**src/logic/edge_write_pkg.sv**
```systemverilog
////////////////////
// Edge write path package
// Widths, types, command word layout and the abort code rule
////////////////////

package edge_write_pkg;

	// Sizes in bytes
	localparam int DATA_BYTES = 4;
	localparam int LINE_BYTES = 16;
	localparam int LINE_LANES = LINE_BYTES / DATA_BYTES;

	// Field widths
	localparam int INDEX_BITS  = 24;
	localparam int DATA_BITS   = DATA_BYTES * 8;
	localparam int ADDR_BITS   = 32;
	localparam int LINE_BITS   = LINE_BYTES * 8;
	localparam int ABORT_BITS  = 3;
	localparam int TAG_BITS    = ABORT_BITS + 1;
	localparam int CONFIG_BITS = 32;

	typedef logic [INDEX_BITS-1:0]  edge_index_t;
	typedef logic [DATA_BITS-1:0]   edge_data_t;
	typedef logic [ADDR_BITS-1:0]   bus_addr_t;
	typedef logic [LINE_BITS-1:0]   line_data_t;
	typedef logic [LINE_BYTES-1:0]  line_sel_t;
	typedef logic [ABORT_BITS-1:0]  abort_code_t;
	typedef logic [TAG_BITS-1:0]    cmd_tag_t;
	typedef logic [CONFIG_BITS-1:0] config_word_t;

	// Configuration word fields
	localparam int CFG_ABORT_LSB    = 0;
	localparam int CFG_WRITE_MS_BIT = 4;

	// Tag is write_ms over the abort code
	localparam int TAG_WRITE_MS_BIT = TAG_BITS - 1;

	// Highest abort code passed through unchanged
	localparam abort_code_t ABORT_CODE_MAX = 3'd4;

	////////////////////
	// Command word layout, LSB first
	////////////////////
	localparam int CMD_TAG_LSB  = 0;
	localparam int CMD_SEL_LSB  = CMD_TAG_LSB + TAG_BITS;
	localparam int CMD_DATA_LSB = CMD_SEL_LSB + LINE_BYTES;
	localparam int CMD_ADDR_LSB = CMD_DATA_LSB + LINE_BITS;
	localparam int CMD_BITS     = CMD_ADDR_LSB + ADDR_BITS;

	typedef logic [CMD_BITS-1:0] command_word_t;

	// Consumer FSM states
	typedef enum logic [1:0] {
		MASTER_IDLE,
		MASTER_CYCLE,
		MASTER_GAP
	} master_state_e;

	// Unknown abort codes fall back to strict (0)
	function automatic abort_code_t map_abort_code(input abort_code_t code);
		abort_code_t mapped;
		if (code > ABORT_CODE_MAX) begin
			mapped = '0;
		end else begin
			mapped = code;
		end
		return mapped;
	endfunction

endpackage
```
**src/logic/edge_write_top.sv**
```systemverilog
////////////////////
// Edge write path top
// Producer, command FIFO and Wishbone master
////////////////////

`timescale 1ns/1ps

module edge_write_top #(
	parameter int FIFO_DEPTH = 8
) (
	input  logic                         clock,
	input  logic                         rstn,
	input  logic                         enable,
	input  logic                         edge_valid,
	input  edge_write_pkg::edge_index_t  edge_index,
	input  edge_write_pkg::edge_data_t   edge_data,
	output logic                         edge_ready,
	input  edge_write_pkg::config_word_t config_word,
	input  logic                         base_valid,
	input  edge_write_pkg::bus_addr_t    base_address,
	output logic                         wb_cyc,
	output logic                         wb_stb,
	output logic                         wb_we,
	output edge_write_pkg::bus_addr_t    wb_adr,
	output edge_write_pkg::line_data_t   wb_dat_w,
	output edge_write_pkg::line_sel_t    wb_sel,
	output edge_write_pkg::cmd_tag_t     wb_tga,
	input  logic                         wb_ack
);

	logic                          almost_full;
	logic                          cmd_push;
	edge_write_pkg::command_word_t cmd_word;
	logic                          cmd_pop;
	edge_write_pkg::command_word_t head_word;
	logic                          not_empty;

	edge_write_command_control edge_write_command_control_inst (
		.clock        (clock),
		.rstn         (rstn),
		.enable       (enable),
		.edge_valid   (edge_valid),
		.edge_index   (edge_index),
		.edge_data    (edge_data),
		.edge_ready   (edge_ready),
		.config_word  (config_word),
		.base_valid   (base_valid),
		.base_address (base_address),
		.almost_full  (almost_full),
		.cmd_push     (cmd_push),
		.cmd_word     (cmd_word)
	);

	write_command_fifo #(
		.DEPTH (FIFO_DEPTH),
		.WIDTH ($bits(edge_write_pkg::command_word_t))
	) write_command_fifo_inst (
		.clock       (clock),
		.rstn        (rstn),
		.cmd_push    (cmd_push),
		.cmd_word    (cmd_word),
		.cmd_pop     (cmd_pop),
		.head_word   (head_word),
		.not_empty   (not_empty),
		.almost_full (almost_full)
	);

	wb_write_master wb_write_master_inst (
		.clock     (clock),
		.rstn      (rstn),
		.not_empty (not_empty),
		.head_word (head_word),
		.cmd_pop   (cmd_pop),
		.wb_cyc    (wb_cyc),
		.wb_stb    (wb_stb),
		.wb_we     (wb_we),
		.wb_adr    (wb_adr),
		.wb_dat_w  (wb_dat_w),
		.wb_sel    (wb_sel),
		.wb_tga    (wb_tga),
		.wb_ack    (wb_ack)
	);

endmodule

```
**src/logic/wb_write_master.sv**
```systemverilog
////////////////////
// Wishbone classic write master
// One line-wide write cycle per command, idle gap in between
////////////////////

`timescale 1ns/1ps

module wb_write_master (
	input  logic                          clock,
	input  logic                          rstn,
	input  logic                          not_empty,
	input  edge_write_pkg::command_word_t head_word,
	output logic                          cmd_pop,
	output logic                          wb_cyc,
	output logic                          wb_stb,
	output logic                          wb_we,
	output edge_write_pkg::bus_addr_t     wb_adr,
	output edge_write_pkg::line_data_t    wb_dat_w,
	output edge_write_pkg::line_sel_t     wb_sel,
	output edge_write_pkg::cmd_tag_t      wb_tga,
	input  logic                          wb_ack
);

	edge_write_pkg::master_state_e state;

	// Head is taken on the edge the cycle starts
	assign cmd_pop = (state == edge_write_pkg::MASTER_IDLE) && not_empty;

	////////////////////
	// Bus FSM
	////////////////////

	always_ff @(posedge clock or negedge rstn) begin
		if (!rstn) begin
			state  <= edge_write_pkg::MASTER_IDLE;
			wb_cyc <= 1'b0;
			wb_stb <= 1'b0;
			wb_we  <= 1'b0;
		end else begin
			case (state)
				edge_write_pkg::MASTER_IDLE: begin
					if (not_empty) begin
						state  <= edge_write_pkg::MASTER_CYCLE;
						wb_cyc <= 1'b1;
						wb_stb <= 1'b1;
						wb_we  <= 1'b1;
					end
				end
				edge_write_pkg::MASTER_CYCLE: begin
					// Hold everything until the slave acks
					if (wb_ack) begin
						state  <= edge_write_pkg::MASTER_GAP;
						wb_cyc <= 1'b0;
						wb_stb <= 1'b0;
						wb_we  <= 1'b0;
					end
				end
				edge_write_pkg::MASTER_GAP: begin
					state <= edge_write_pkg::MASTER_IDLE;
				end
				default: begin
					state  <= edge_write_pkg::MASTER_IDLE;
					wb_cyc <= 1'b0;
					wb_stb <= 1'b0;
					wb_we  <= 1'b0;
				end
			endcase
		end
	end

	// Unpack the head word into the bus registers
	always_ff @(posedge clock) begin
		if (cmd_pop) begin
			wb_adr   <= head_word[edge_write_pkg::CMD_ADDR_LSB +: edge_write_pkg::ADDR_BITS];
			wb_dat_w <= head_word[edge_write_pkg::CMD_DATA_LSB +: edge_write_pkg::LINE_BITS];
			wb_sel   <= head_word[edge_write_pkg::CMD_SEL_LSB +: edge_write_pkg::LINE_BYTES];
			wb_tga   <= head_word[edge_write_pkg::CMD_TAG_LSB +: edge_write_pkg::TAG_BITS];
		end
	end

endmodule

```
**src/logic/write_command_fifo.sv**
```systemverilog
////////////////////
// Command FIFO
// Circular buffer of command words, almost full with under 3 slots free
////////////////////

`timescale 1ns/1ps

module write_command_fifo #(
	parameter int DEPTH = 8,
	parameter int WIDTH = $bits(edge_write_pkg::command_word_t)
) (
	input  logic             clock,
	input  logic             rstn,
	input  logic             cmd_push,
	input  logic [WIDTH-1:0] cmd_word,
	input  logic             cmd_pop,
	output logic [WIDTH-1:0] head_word,
	output logic             not_empty,
	output logic             almost_full
);

	localparam int PTR_BITS   = $clog2(DEPTH);
	localparam int COUNT_BITS = $clog2(DEPTH + 1);

	// Two results may still be on their way after almost_full rises
	localparam logic [COUNT_BITS-1:0] AF_LEVEL   = COUNT_BITS'(DEPTH - 2);
	localparam logic [COUNT_BITS-1:0] FULL_LEVEL = COUNT_BITS'(DEPTH);
	localparam logic [PTR_BITS-1:0]   LAST_SLOT  = PTR_BITS'(DEPTH - 1);

	logic [WIDTH-1:0]      mem [DEPTH];
	logic [PTR_BITS-1:0]   wr_ptr;
	logic [PTR_BITS-1:0]   rd_ptr;
	logic [COUNT_BITS-1:0] count;
	logic                  full;
	logic                  do_push;
	logic                  do_pop;

	assign full        = (count == FULL_LEVEL);
	assign not_empty   = (count != '0);
	assign almost_full = (count >= AF_LEVEL);
	assign do_push     = cmd_push & ~full;
	assign do_pop      = cmd_pop & not_empty;
	assign head_word   = mem[rd_ptr];

	always_ff @(posedge clock) begin
		if (do_push) begin
			mem[wr_ptr] <= cmd_word;
		end
	end

	// Pointers wrap at DEPTH, which need not be a power of two
	always_ff @(posedge clock or negedge rstn) begin
		if (!rstn) begin
			wr_ptr <= '0;
			rd_ptr <= '0;
			count  <= '0;
		end else begin
			if (do_push) begin
				wr_ptr <= (wr_ptr == LAST_SLOT) ? '0 : wr_ptr + 1'b1;
			end
			if (do_pop) begin
				rd_ptr <= (rd_ptr == LAST_SLOT) ? '0 : rd_ptr + 1'b1;
			end
			case ({do_push, do_pop})
				2'b10:   count <= count + 1'b1;
				2'b01:   count <= count - 1'b1;
				default: count <= count;
			endcase
		end
	end

endmodule

```
**src/logic/edge_write_command_control.sv**
```systemverilog
////////////////////
// Edge write command producer
// Takes edge results and builds line write commands
// with address, lane data, byte selects and tag
////////////////////

`timescale 1ns/1ps

module edge_write_command_control (
	input  logic                          clock,
	input  logic                          rstn,
	input  logic                          enable,
	input  logic                          edge_valid,
	input  edge_write_pkg::edge_index_t   edge_index,
	input  edge_write_pkg::edge_data_t    edge_data,
	output logic                          edge_ready,
	input  edge_write_pkg::config_word_t  config_word,
	input  logic                          base_valid,
	input  edge_write_pkg::bus_addr_t     base_address,
	input  logic                          almost_full,
	output logic                          cmd_push,
	output edge_write_pkg::command_word_t cmd_word
);

	localparam int WORD_SHIFT = $clog2(edge_write_pkg::DATA_BYTES);
	localparam int LANE_BITS  = $clog2(edge_write_pkg::LINE_LANES);

	logic                          enabled;
	logic                          edge_accept;
	edge_write_pkg::config_word_t  config_kept;
	edge_write_pkg::bus_addr_t     base_kept;
	logic                          in_valid;
	edge_write_pkg::edge_index_t   in_index;
	edge_write_pkg::edge_data_t    in_data;
	edge_write_pkg::bus_addr_t     byte_addr;
	edge_write_pkg::bus_addr_t     line_addr;
	logic [LANE_BITS-1:0]          lane;
	edge_write_pkg::line_data_t    line_data;
	edge_write_pkg::line_sel_t     line_sel;
	edge_write_pkg::abort_code_t   abort_code;
	edge_write_pkg::cmd_tag_t      tag;
	edge_write_pkg::command_word_t cmd_next;

	// Byte order reversal of one data word
	function automatic edge_write_pkg::edge_data_t swap_bytes(
		input edge_write_pkg::edge_data_t word
	);
		edge_write_pkg::edge_data_t swapped;
		for (int b = 0; b < edge_write_pkg::DATA_BYTES; b++) begin
			swapped[8*b +: 8] = word[8*(edge_write_pkg::DATA_BYTES-1-b) +: 8];
		end
		return swapped;
	endfunction

	////////////////////
	// Enable, configuration and base
	////////////////////

	always_ff @(posedge clock or negedge rstn) begin
		if (!rstn) begin
			enabled     <= 1'b0;
			config_kept <= '0;
			base_kept   <= '0;
		end else begin
			enabled <= enable;
			// Zero config words leave the kept value alone
			if (enabled && (|config_word)) begin
				config_kept <= config_word;
			end
			if (base_valid) begin
				base_kept <= base_address;
			end
		end
	end

	// Two slots in flight need room in the FIFO
	assign edge_ready  = enabled & ~almost_full;
	assign edge_accept = edge_valid & edge_ready;

	////////////////////
	// Input stage
	////////////////////

	always_ff @(posedge clock or negedge rstn) begin
		if (!rstn) begin
			in_valid <= 1'b0;
		end else begin
			in_valid <= edge_accept;
		end
	end

	always_ff @(posedge clock) begin
		if (edge_accept) begin
			in_index <= edge_index;
			in_data  <= edge_data;
		end
	end

	// Address, lane and tag
	always_comb begin
		byte_addr  = base_kept + (edge_write_pkg::bus_addr_t'(in_index) << WORD_SHIFT);
		line_addr  = byte_addr & ~edge_write_pkg::bus_addr_t'(edge_write_pkg::LINE_BYTES - 1);
		lane       = byte_addr[WORD_SHIFT +: LANE_BITS];
		abort_code = edge_write_pkg::map_abort_code(
			config_kept[edge_write_pkg::CFG_ABORT_LSB +: edge_write_pkg::ABORT_BITS]);
		tag        = {config_kept[edge_write_pkg::CFG_WRITE_MS_BIT], abort_code};
	end

	// Word lands in its lane, other lanes stay zero
	always_comb begin
		line_data = '0;
		line_sel  = '0;
		line_data[lane*edge_write_pkg::DATA_BITS +: edge_write_pkg::DATA_BITS] =
			swap_bytes(in_data);
		line_sel[lane*edge_write_pkg::DATA_BYTES +: edge_write_pkg::DATA_BYTES] = '1;
	end

	always_comb begin
		cmd_next = '0;
		cmd_next[edge_write_pkg::CMD_TAG_LSB +: edge_write_pkg::TAG_BITS]     = tag;
		cmd_next[edge_write_pkg::CMD_SEL_LSB +: edge_write_pkg::LINE_BYTES]   = line_sel;
		cmd_next[edge_write_pkg::CMD_DATA_LSB +: edge_write_pkg::LINE_BITS]   = line_data;
		cmd_next[edge_write_pkg::CMD_ADDR_LSB +: edge_write_pkg::ADDR_BITS]   = line_addr;
	end

	////////////////////
	// Command stage
	////////////////////

	always_ff @(posedge clock or negedge rstn) begin
		if (!rstn) begin
			cmd_push <= 1'b0;
		end else begin
			cmd_push <= in_valid;
		end
	end

	always_ff @(posedge clock) begin
		if (in_valid) begin
			cmd_word <= cmd_next;
		end
	end

endmodule

```
**config.mk**
```make
export PLATFORM = sky130hd
export DESIGN_NAME = edge_write_top
export DESIGN_NICKNAME = d
export VERILOG_FILES = /design/src/logic/edge_write_pkg.sv /design/src/logic/edge_write_top.sv /design/src/logic/wb_write_master.sv /design/src/logic/write_command_fifo.sv /design/src/logic/edge_write_command_control.sv
export SDC_FILE = /design/constraint.sdc
export NUM_CORES = 2
export LEC_CHECK = 0
export BUFFER_PORTS_ARGS = -buffer_cell sky130_fd_sc_hd__clkbuf_2
export CAP_MARGIN = 20
export CELL_PAD_IN_SITES_DETAIL_PLACEMENT = 1
export CELL_PAD_IN_SITES_GLOBAL_PLACEMENT = 1
export CORE_ASPECT_RATIO = 1.1
export CORE_MARGIN = 2
export CORE_UTILIZATION = 58
export CTS_BUF_LIST = sky130_fd_sc_hd__clkbuf_8
export DETAILED_ROUTE_END_ITERATION = 10
export PLACE_DENSITY_LB_ADDON = 0.15
export SYNTH_ARGS = -nofsm -noshare
export SYNTH_HDL_FRONTEND = slang
export SYNTH_HIERARCHICAL = 1
export SYNTH_SLANG_ARGS = --single-unit
```
**constraint.sdc**
```tcl
create_clock -name clock -period 32.3 [get_ports clock]
set_input_delay 6.46 -clock clock [delete_from_list [all_inputs] [get_ports clock]]
set_output_delay 6.46 -clock clock [all_outputs]
set_load 0.005 [all_outputs]
```
; ---- Word level (Yosys, flattened, before mapping)
; Memory sizes are Yosys's and may differ from the RTL's. A register that Yosys moved wholly into a read port is not among the register bits.
; Index checks and enable logic that the tools add are counted.
[word_totals]
register_bits = 317
ram_bits = 1408
inputBits = 126
output_inout_bits = 184
wordCells = 66
memories = 1
[memory_table]
columns = memory, depth, width, read_ports, rd_ports_with_merged_regs, write_ports, line_no
row1 = write_command_fifo_inst.mem, 8, 176, 1, 1, 1, write_command_fifo.sv:30  ; logic [WIDTH-1:0] mem [DEPTH];
[classes]
n_addsub = 7
order_cmp = 2
eq_ne = 9
shift = 4
n_mux = 11
bitwise = 9
n_reduce_logical = 8
[op_table]
columns = cell, count
row1 = $and 128x128->128, 1
row2 = $shift 32x34->128 const A, 1
row3 = $shiftx 32x34->128, 1
row4 = $neg 4->34, 1
row5 = $neg 7->34, 1
row6 = $shift 4x34->16 const A, 1
row7 = $shiftx 4x34->16 const A, 1
row8 = $add 32x26->32, 1
row9 = $reduce_or 32->1, 1
row10 = $and 16x16->16, 1
row11 = $pmux 4 s2, 1
row12 = $add 3x1->3 const B, 2
row13 = $eq 3x3->1 const B, 2
row14 = $mux 3, 2
row15 = $add 4x1->4 const B, 1
row16 = $and 1x1->1, 4
row17 = $eq 2x1->1 const B, 2
row18 = $eq 2x2->1 const B, 2
row19 = $eq 4x4->1 const B, 1
row20 = $ge 4x3->1 const B, 1
row21 = $mux 1, 4
row22 = $mux 2, 2
row23 = $pmux 2 s2, 1
row24 = $reduce_bool 4->1, 1
row25 = 11 further kinds, 14

; ---- Logic depth before layout (Yosys ltp)
[depth]
depth_word = 5
ltp_mapped = 10
mapped_depth_nobuf = 10

; ---- Cells and area by module
; The synthesis kept the hierarchy.
[modules_own_cells]
columns = mod, n_inst, cells_each, area_per_inst_um2, seq_area_each_um2
row1 = write_command_fifo, 1, 2150, 54646.2, 43491.7
row2 = edge_write_command_control, 1, 666, 10435.0, 7532.2
row3 = wb_write_master, 1, 194, 5541.6, 5480.3

; ---- Worst setup path after synthesis
; Ideal clock, no wire load.
[synth_timing]
path_type = register to register
from = register write_command_fifo_inst.count[0]
to = memory write_command_fifo_inst/mem[0][0] (netlist bit) (enable)
setup_time_ns = 1.159
arrival_time_ns = 17.618
required_ns = 31.141
slack_ns = 13.523
path_stages_with_launch = 4
n_path_buf = 0
synth_period_minus_slack_ns = 18.777
path_cell_list = dfrtp_1 > or3_1 > o21ai_2 > nor4_1
[synth_via]
elab_chain_len = 5
[synth_lines]
columns = element, line_no
row1 = from (decl), write_command_fifo.sv:33  ; logic [COUNT_BITS-1:0] count;
row2 = from (signal assigned), write_command_fifo.sv:65  ; 2'b10: count <= count + 1'b1;
row3 = from (signal assigned), write_command_fifo.sv:66  ; 2'b01: count <= count - 1'b1;
row4 = from (signal assigned), write_command_fifo.sv:67  ; default: count <= count;
row5 = $eq 4x4->1, write_command_fifo.sv:38  ; assign full = (count == FULL_LEVEL);
row6 = $not 1->1, write_command_fifo.sv:41  ; assign do_push = cmd_push & ~full;
row7 = $and 1x1->1, write_command_fifo.sv:41
row8 = $mux 1, write_command_fifo.sv:46  ; if (do_push) begin
row9 = $mux 1 (implied by the code), write_command_fifo.sv:47  ; mem[wr_ptr] <= cmd_word;
row10 = to (decl), write_command_fifo.sv:30
; No other way between the ends.

; ---- Final worst setup path
[layout_timing]
from = register write_command_fifo_inst.count[3]
to = output port edge_ready
[layout_via]
elab_chain_len = 3
[layout_lines]
columns = element, line_no
row1 = $ge 4x3->1, write_command_fifo.sv:40  ; assign almost_full = (count >= AF_LEVEL);
row2 = net almost_full, edge_write_top.sv:31  ; logic almost_full;
row3 = $not 1->1, edge_write_command_control.sv:77  ; assign edge_ready = enabled & ~almost_full;
row4 = $and 1x1->1, edge_write_command_control.sv:77
row5 = to (decl), edge_write_top.sv:17  ; output logic edge_ready,
; The timed path passes the listed nets, and every way through them passes these cells.

==> run_results.csv <==
group,metric,value,unit
drt,vias,32200,
worst_setup_path,worst_path_max_delay_cell,"dfrtp_1",
sta,hold_viol,0,
sta,tightestPinTransition,1.19,ns
drt,first_pass_iters,5,
drt,via_per_inst,5.98,
yosys,syn_inst,3010,
yosys,ys_async_sr_fraction,2.65,%
yosys,synth_seq_area_share,80.0,%
placement,io_buffers,307,
yosys,yosys.area.top_type_share,78.2,%
clocking,path_clk_slew,0.06,ns
worst_setup_path,crit_arrival,1.98,ns
sta,max_freq,118,MHz
clocking,cts-htree-levels,5,
worst_setup_path,cp.depth,4,
drt,drt_iter0_drc,2805,
worst_setup_path,worst_ep_required_time,25.84,ns
layout,layout.nets,3704,
floorplanning,ios,310,
clocking,cts.sinks,1890,
sta,final.min_clock_period,8.44,ns
clocking,clock_latency,0.96,ns
placement,placed_cell_area,73900,um^2
drt,wl,159000,um
yosys,yosysTopAreaCell,"edfxtp_1",
run_status,status,"completed",
layout,syn_to_final_growth,12.5,%
global_routing,grt_start_max_net_pins,157,
yosys,avgSynthCellArea,23.5,um^2
sta,worst_clock_skew,0.0559,ns
power_and_ir_drop,vdd_ir_drop_max,0.113,mV
global_routing,grtUsageTotal,26.1,%
global_routing,grt_pass1_wl,234000,um
worst_setup_path,cp-start-kind,"flip-flop",
placement,finalWeightedCongestion,0.782,
layout,drive_above_1_share,35.2,%
yosys,synthesis.area,70600,um^2
yosys,synth.distinct_cells,62,
drt,wl_per_cell,29.4,um
clocking,clock-root-buffer,"clkbuf_8",
floorplanning,dieArea,125000,um^2
floorplanning,die_w,337,um
worst_setup_path,crit_type,"flip-flop to output port",
global_routing,grt_pass1_vias,36000,
sta,setup_viol_count_final,0,
run,drv_cap,0,
worst_hold_path,holdCritPathClass,"flip-flop to flip-flop",
layout,final_cell_mix,"edfxtp_1 (1840), mux4_2 (360), clkbuf_8 (318), clkbuf_2 (307), mux2_2 (216)",
sta,setup_tns,0,ns
floorplanning,start_util,58.3,%
worst_hold_path,whs_path_depth,0,
worst_setup_path,r2r_cells,6,
floorplanning,num_rows,134,
power_and_ir_drop,p_total,6720,uW
yosys,ys_warn_count,6,
worst_setup_path,critPathMaxFanout,5,
yosys,yosys-top-cells-area,"edfxtp_1 (78%), mux4_2 (11%), mux2_2 (3.4%), dfrtp_1 (1.8%), and2_1 (1.2%)",
drt,drcViolationCount,0,
clocking,post_cts_resized,0,
clocking,hold_buffers,0,
floorplanning,core-area,121000,um^2
floorplanning,dieHeight,370,um
yosys,ys_ff_latch,1890,
clocking,cts_tree,"done",
sta,slew_viol_final,0,
worst_setup_path,cpLargestDelayFamily,"flip-flops",
layout,final_cell_area,79400,um^2
power_and_ir_drop,leakagePower,0.0263,uW
worst_setup_path,slowest_delay,0.43,ns
clocking,postCtsSetupBuffers,0,
worst_setup_path,worst_setup_path_end_kind,"output port",
clocking,cts.path.max_buffers,4,
clocking,cts_buffers,305,
sta,fin_crit_sh,26.1,%
sta,rsz0062_at_grt,"false",
worst_setup_path,crit_buf_inv,2,
placement,dp_hpwl,85500,um
sta,slew-limit-headroom,20.8,%
worst_setup_path,path_cells,"inv_1, nand2_1, nor2b_1, clkbuf_2",
global_routing,antenna_found_initial,7,
global_routing,grt_remaining_overflow,0,
drt,drtAntennaViolNets,0,
layout,final_common_cell,"edfxtp_1",
yosys,synth_edf_count,1840,
power_and_ir_drop,powerDensity,84.5,nW/um^2
yosys,ys.flop_type,"edfxtp_1",
sta,finalHoldWorstSlack,0.483,ns
layer usage:
layer | vias to the layer above | wire, um | global-route usage, %
met5 | - | 0 | 0
met4 | 0 | 3980 | 8.68
met3 | 263 | 9480 | 4.80
met2 | 1215 | 81700 | 43.9
met1 | 17200 | 63500 | 34.9
li1 | 13600 | - | -
registers in the layout (all words and copies together) (netlist names):
| signal | count |
|---|---|
| wb_write_master_inst/wb_we | 1 |
| edge_write_command_control_inst/enabled | 1 |
| edge_write_command_control_inst/in_index | 24 |
| wb_write_master_inst/wb_dat_w | 128 |
| write_command_fifo_inst/mem | 1440 |
| edge_write_command_control_inst/cmd_push | 1 |
| edge_write_command_control_inst/in_valid | 1 |
| edge_write_command_control_inst/in_data | 32 |
| edge_write_command_control_inst/base_kept | 30 |
| write_command_fifo_inst/rd_ptr | 3 |
| write_command_fifo_inst/wr_ptr | 3 |
| write_command_fifo_inst/count | 4 |
| edge_write_command_control_inst/cmd_word | 164 |
| wb_write_master_inst/state | 2 |
| wb_write_master_inst/wb_sel | 16 |
| wb_write_master_inst/wb_adr | 32 |
| edge_write_command_control_inst/config_kept | 4 |
| wb_write_master_inst/wb_tga | 4 |
per-stage QoR:
stage,util [%],std cells,setup slack [ns]
final,65.6,5388,23.86
after floorplan,-,3013,13.52
after CTS,65.5,5379,23.75
after global placement,61.1,4861,24.27
after global routing,65.6,5387,23.70
after detailed placement,61.1,4861,24.22
synth_stat cells, types with 6 or more instances:
cell      count
nor3b_1       6
nor2_1       23
and2_1      130
clkbuf_1     53
buf_6        21
buf_1        12
nand3_1       9
xor2_1       13
buf_2        36
buf_4        18
o21ai_0      12
nor4_1       11
inv_1        10
mux2_2      216
a21o_1        9
nand4_1       7
a21oi_1      26
nand2_1      26
ha_1         35
nor3_1        9
mux4_2      360
edfxtp_1   1840
dfrtp_1      50
xnor2_1      17
cell families (layout without fill, tap and decap cells):
group | count (synthesis) | count (layout) | synth area share (%)
AOI/OAI and AO/OA | 81 | 81 | 0.820
xor gates and xnor gates | 30 | 30 | 0.372
adders and majority gates | 37 | 37 | 0.677
buffers and inverters | 151 | 890 | 1.19
DFF | 1890 | 1890 | 80.0
muxes | 580 | 580 | 15.0
other | 1 | 8 | 0.00531
and+or+nand+nor | 240 | 240 | 1.95
path summary, 6_finish.rpt:
check                           slack (ns)                                                       start                                                        end
worst min register to register        0.48  edge_write_command_control_inst/config_kept[4]$_DFFE_PN0P_      edge_write_command_control_inst/cmd_word[3]$_DFFE_PP_
min in group asynchronous             5.65                                                        rstn  edge_write_command_control_inst/base_kept[18]$_DFFE_PN0P_
worst max register to register       27.08                write_command_fifo_inst/count[0]$_DFFE_PN0P_              write_command_fifo_inst/mem[5][116]$_DFFE_PP_
max in group asynchronous            26.08                                                        rstn              write_command_fifo_inst/rd_ptr[2]$_DFFE_PN0P_
worst min-delay path                  0.48  edge_write_command_control_inst/config_kept[4]$_DFFE_PN0P_      edge_write_command_control_inst/cmd_word[3]$_DFFE_PP_
worst max-delay path                 23.86                write_command_fifo_inst/count[3]$_DFFE_PN0P_                                                 edge_ready
power breakdown:
| group | switching [uW] | internal (uW) | leakage, uW |
|---|---|---|---|
| Clock | 886 | 968 | 0.00311 |
| Sequential | 223 | 3140 | 0.0174 |
| Combinational | 783 | 719 | 0.00585 |
| Total | 1890 | 4820 | 0.0263 |
final cells by class:
type / count / area, um^2
antenna: 4 / 10.0
multi-input combinational: 972 / 13400
clock inverter: 200 / 1000
inverter: 11 / 41.3
sequential: 1890 / 56500
tap: 1632 / 2040
timing repair buffer: 361 / 2090
clock buffer: 318 / 4380
fill: 9771 / 41600
worst register-to-register path, stage by stage (launching register included):
cell	delay, ns
dfrtp_1	0.47
or3_1	0.21
o211ai_1	0.32
nor2_4	0.94
buf_4	0.98
buf_4	0.89
buf_4	1.01
No activity file was read; power rests on OpenSTA's default activity.
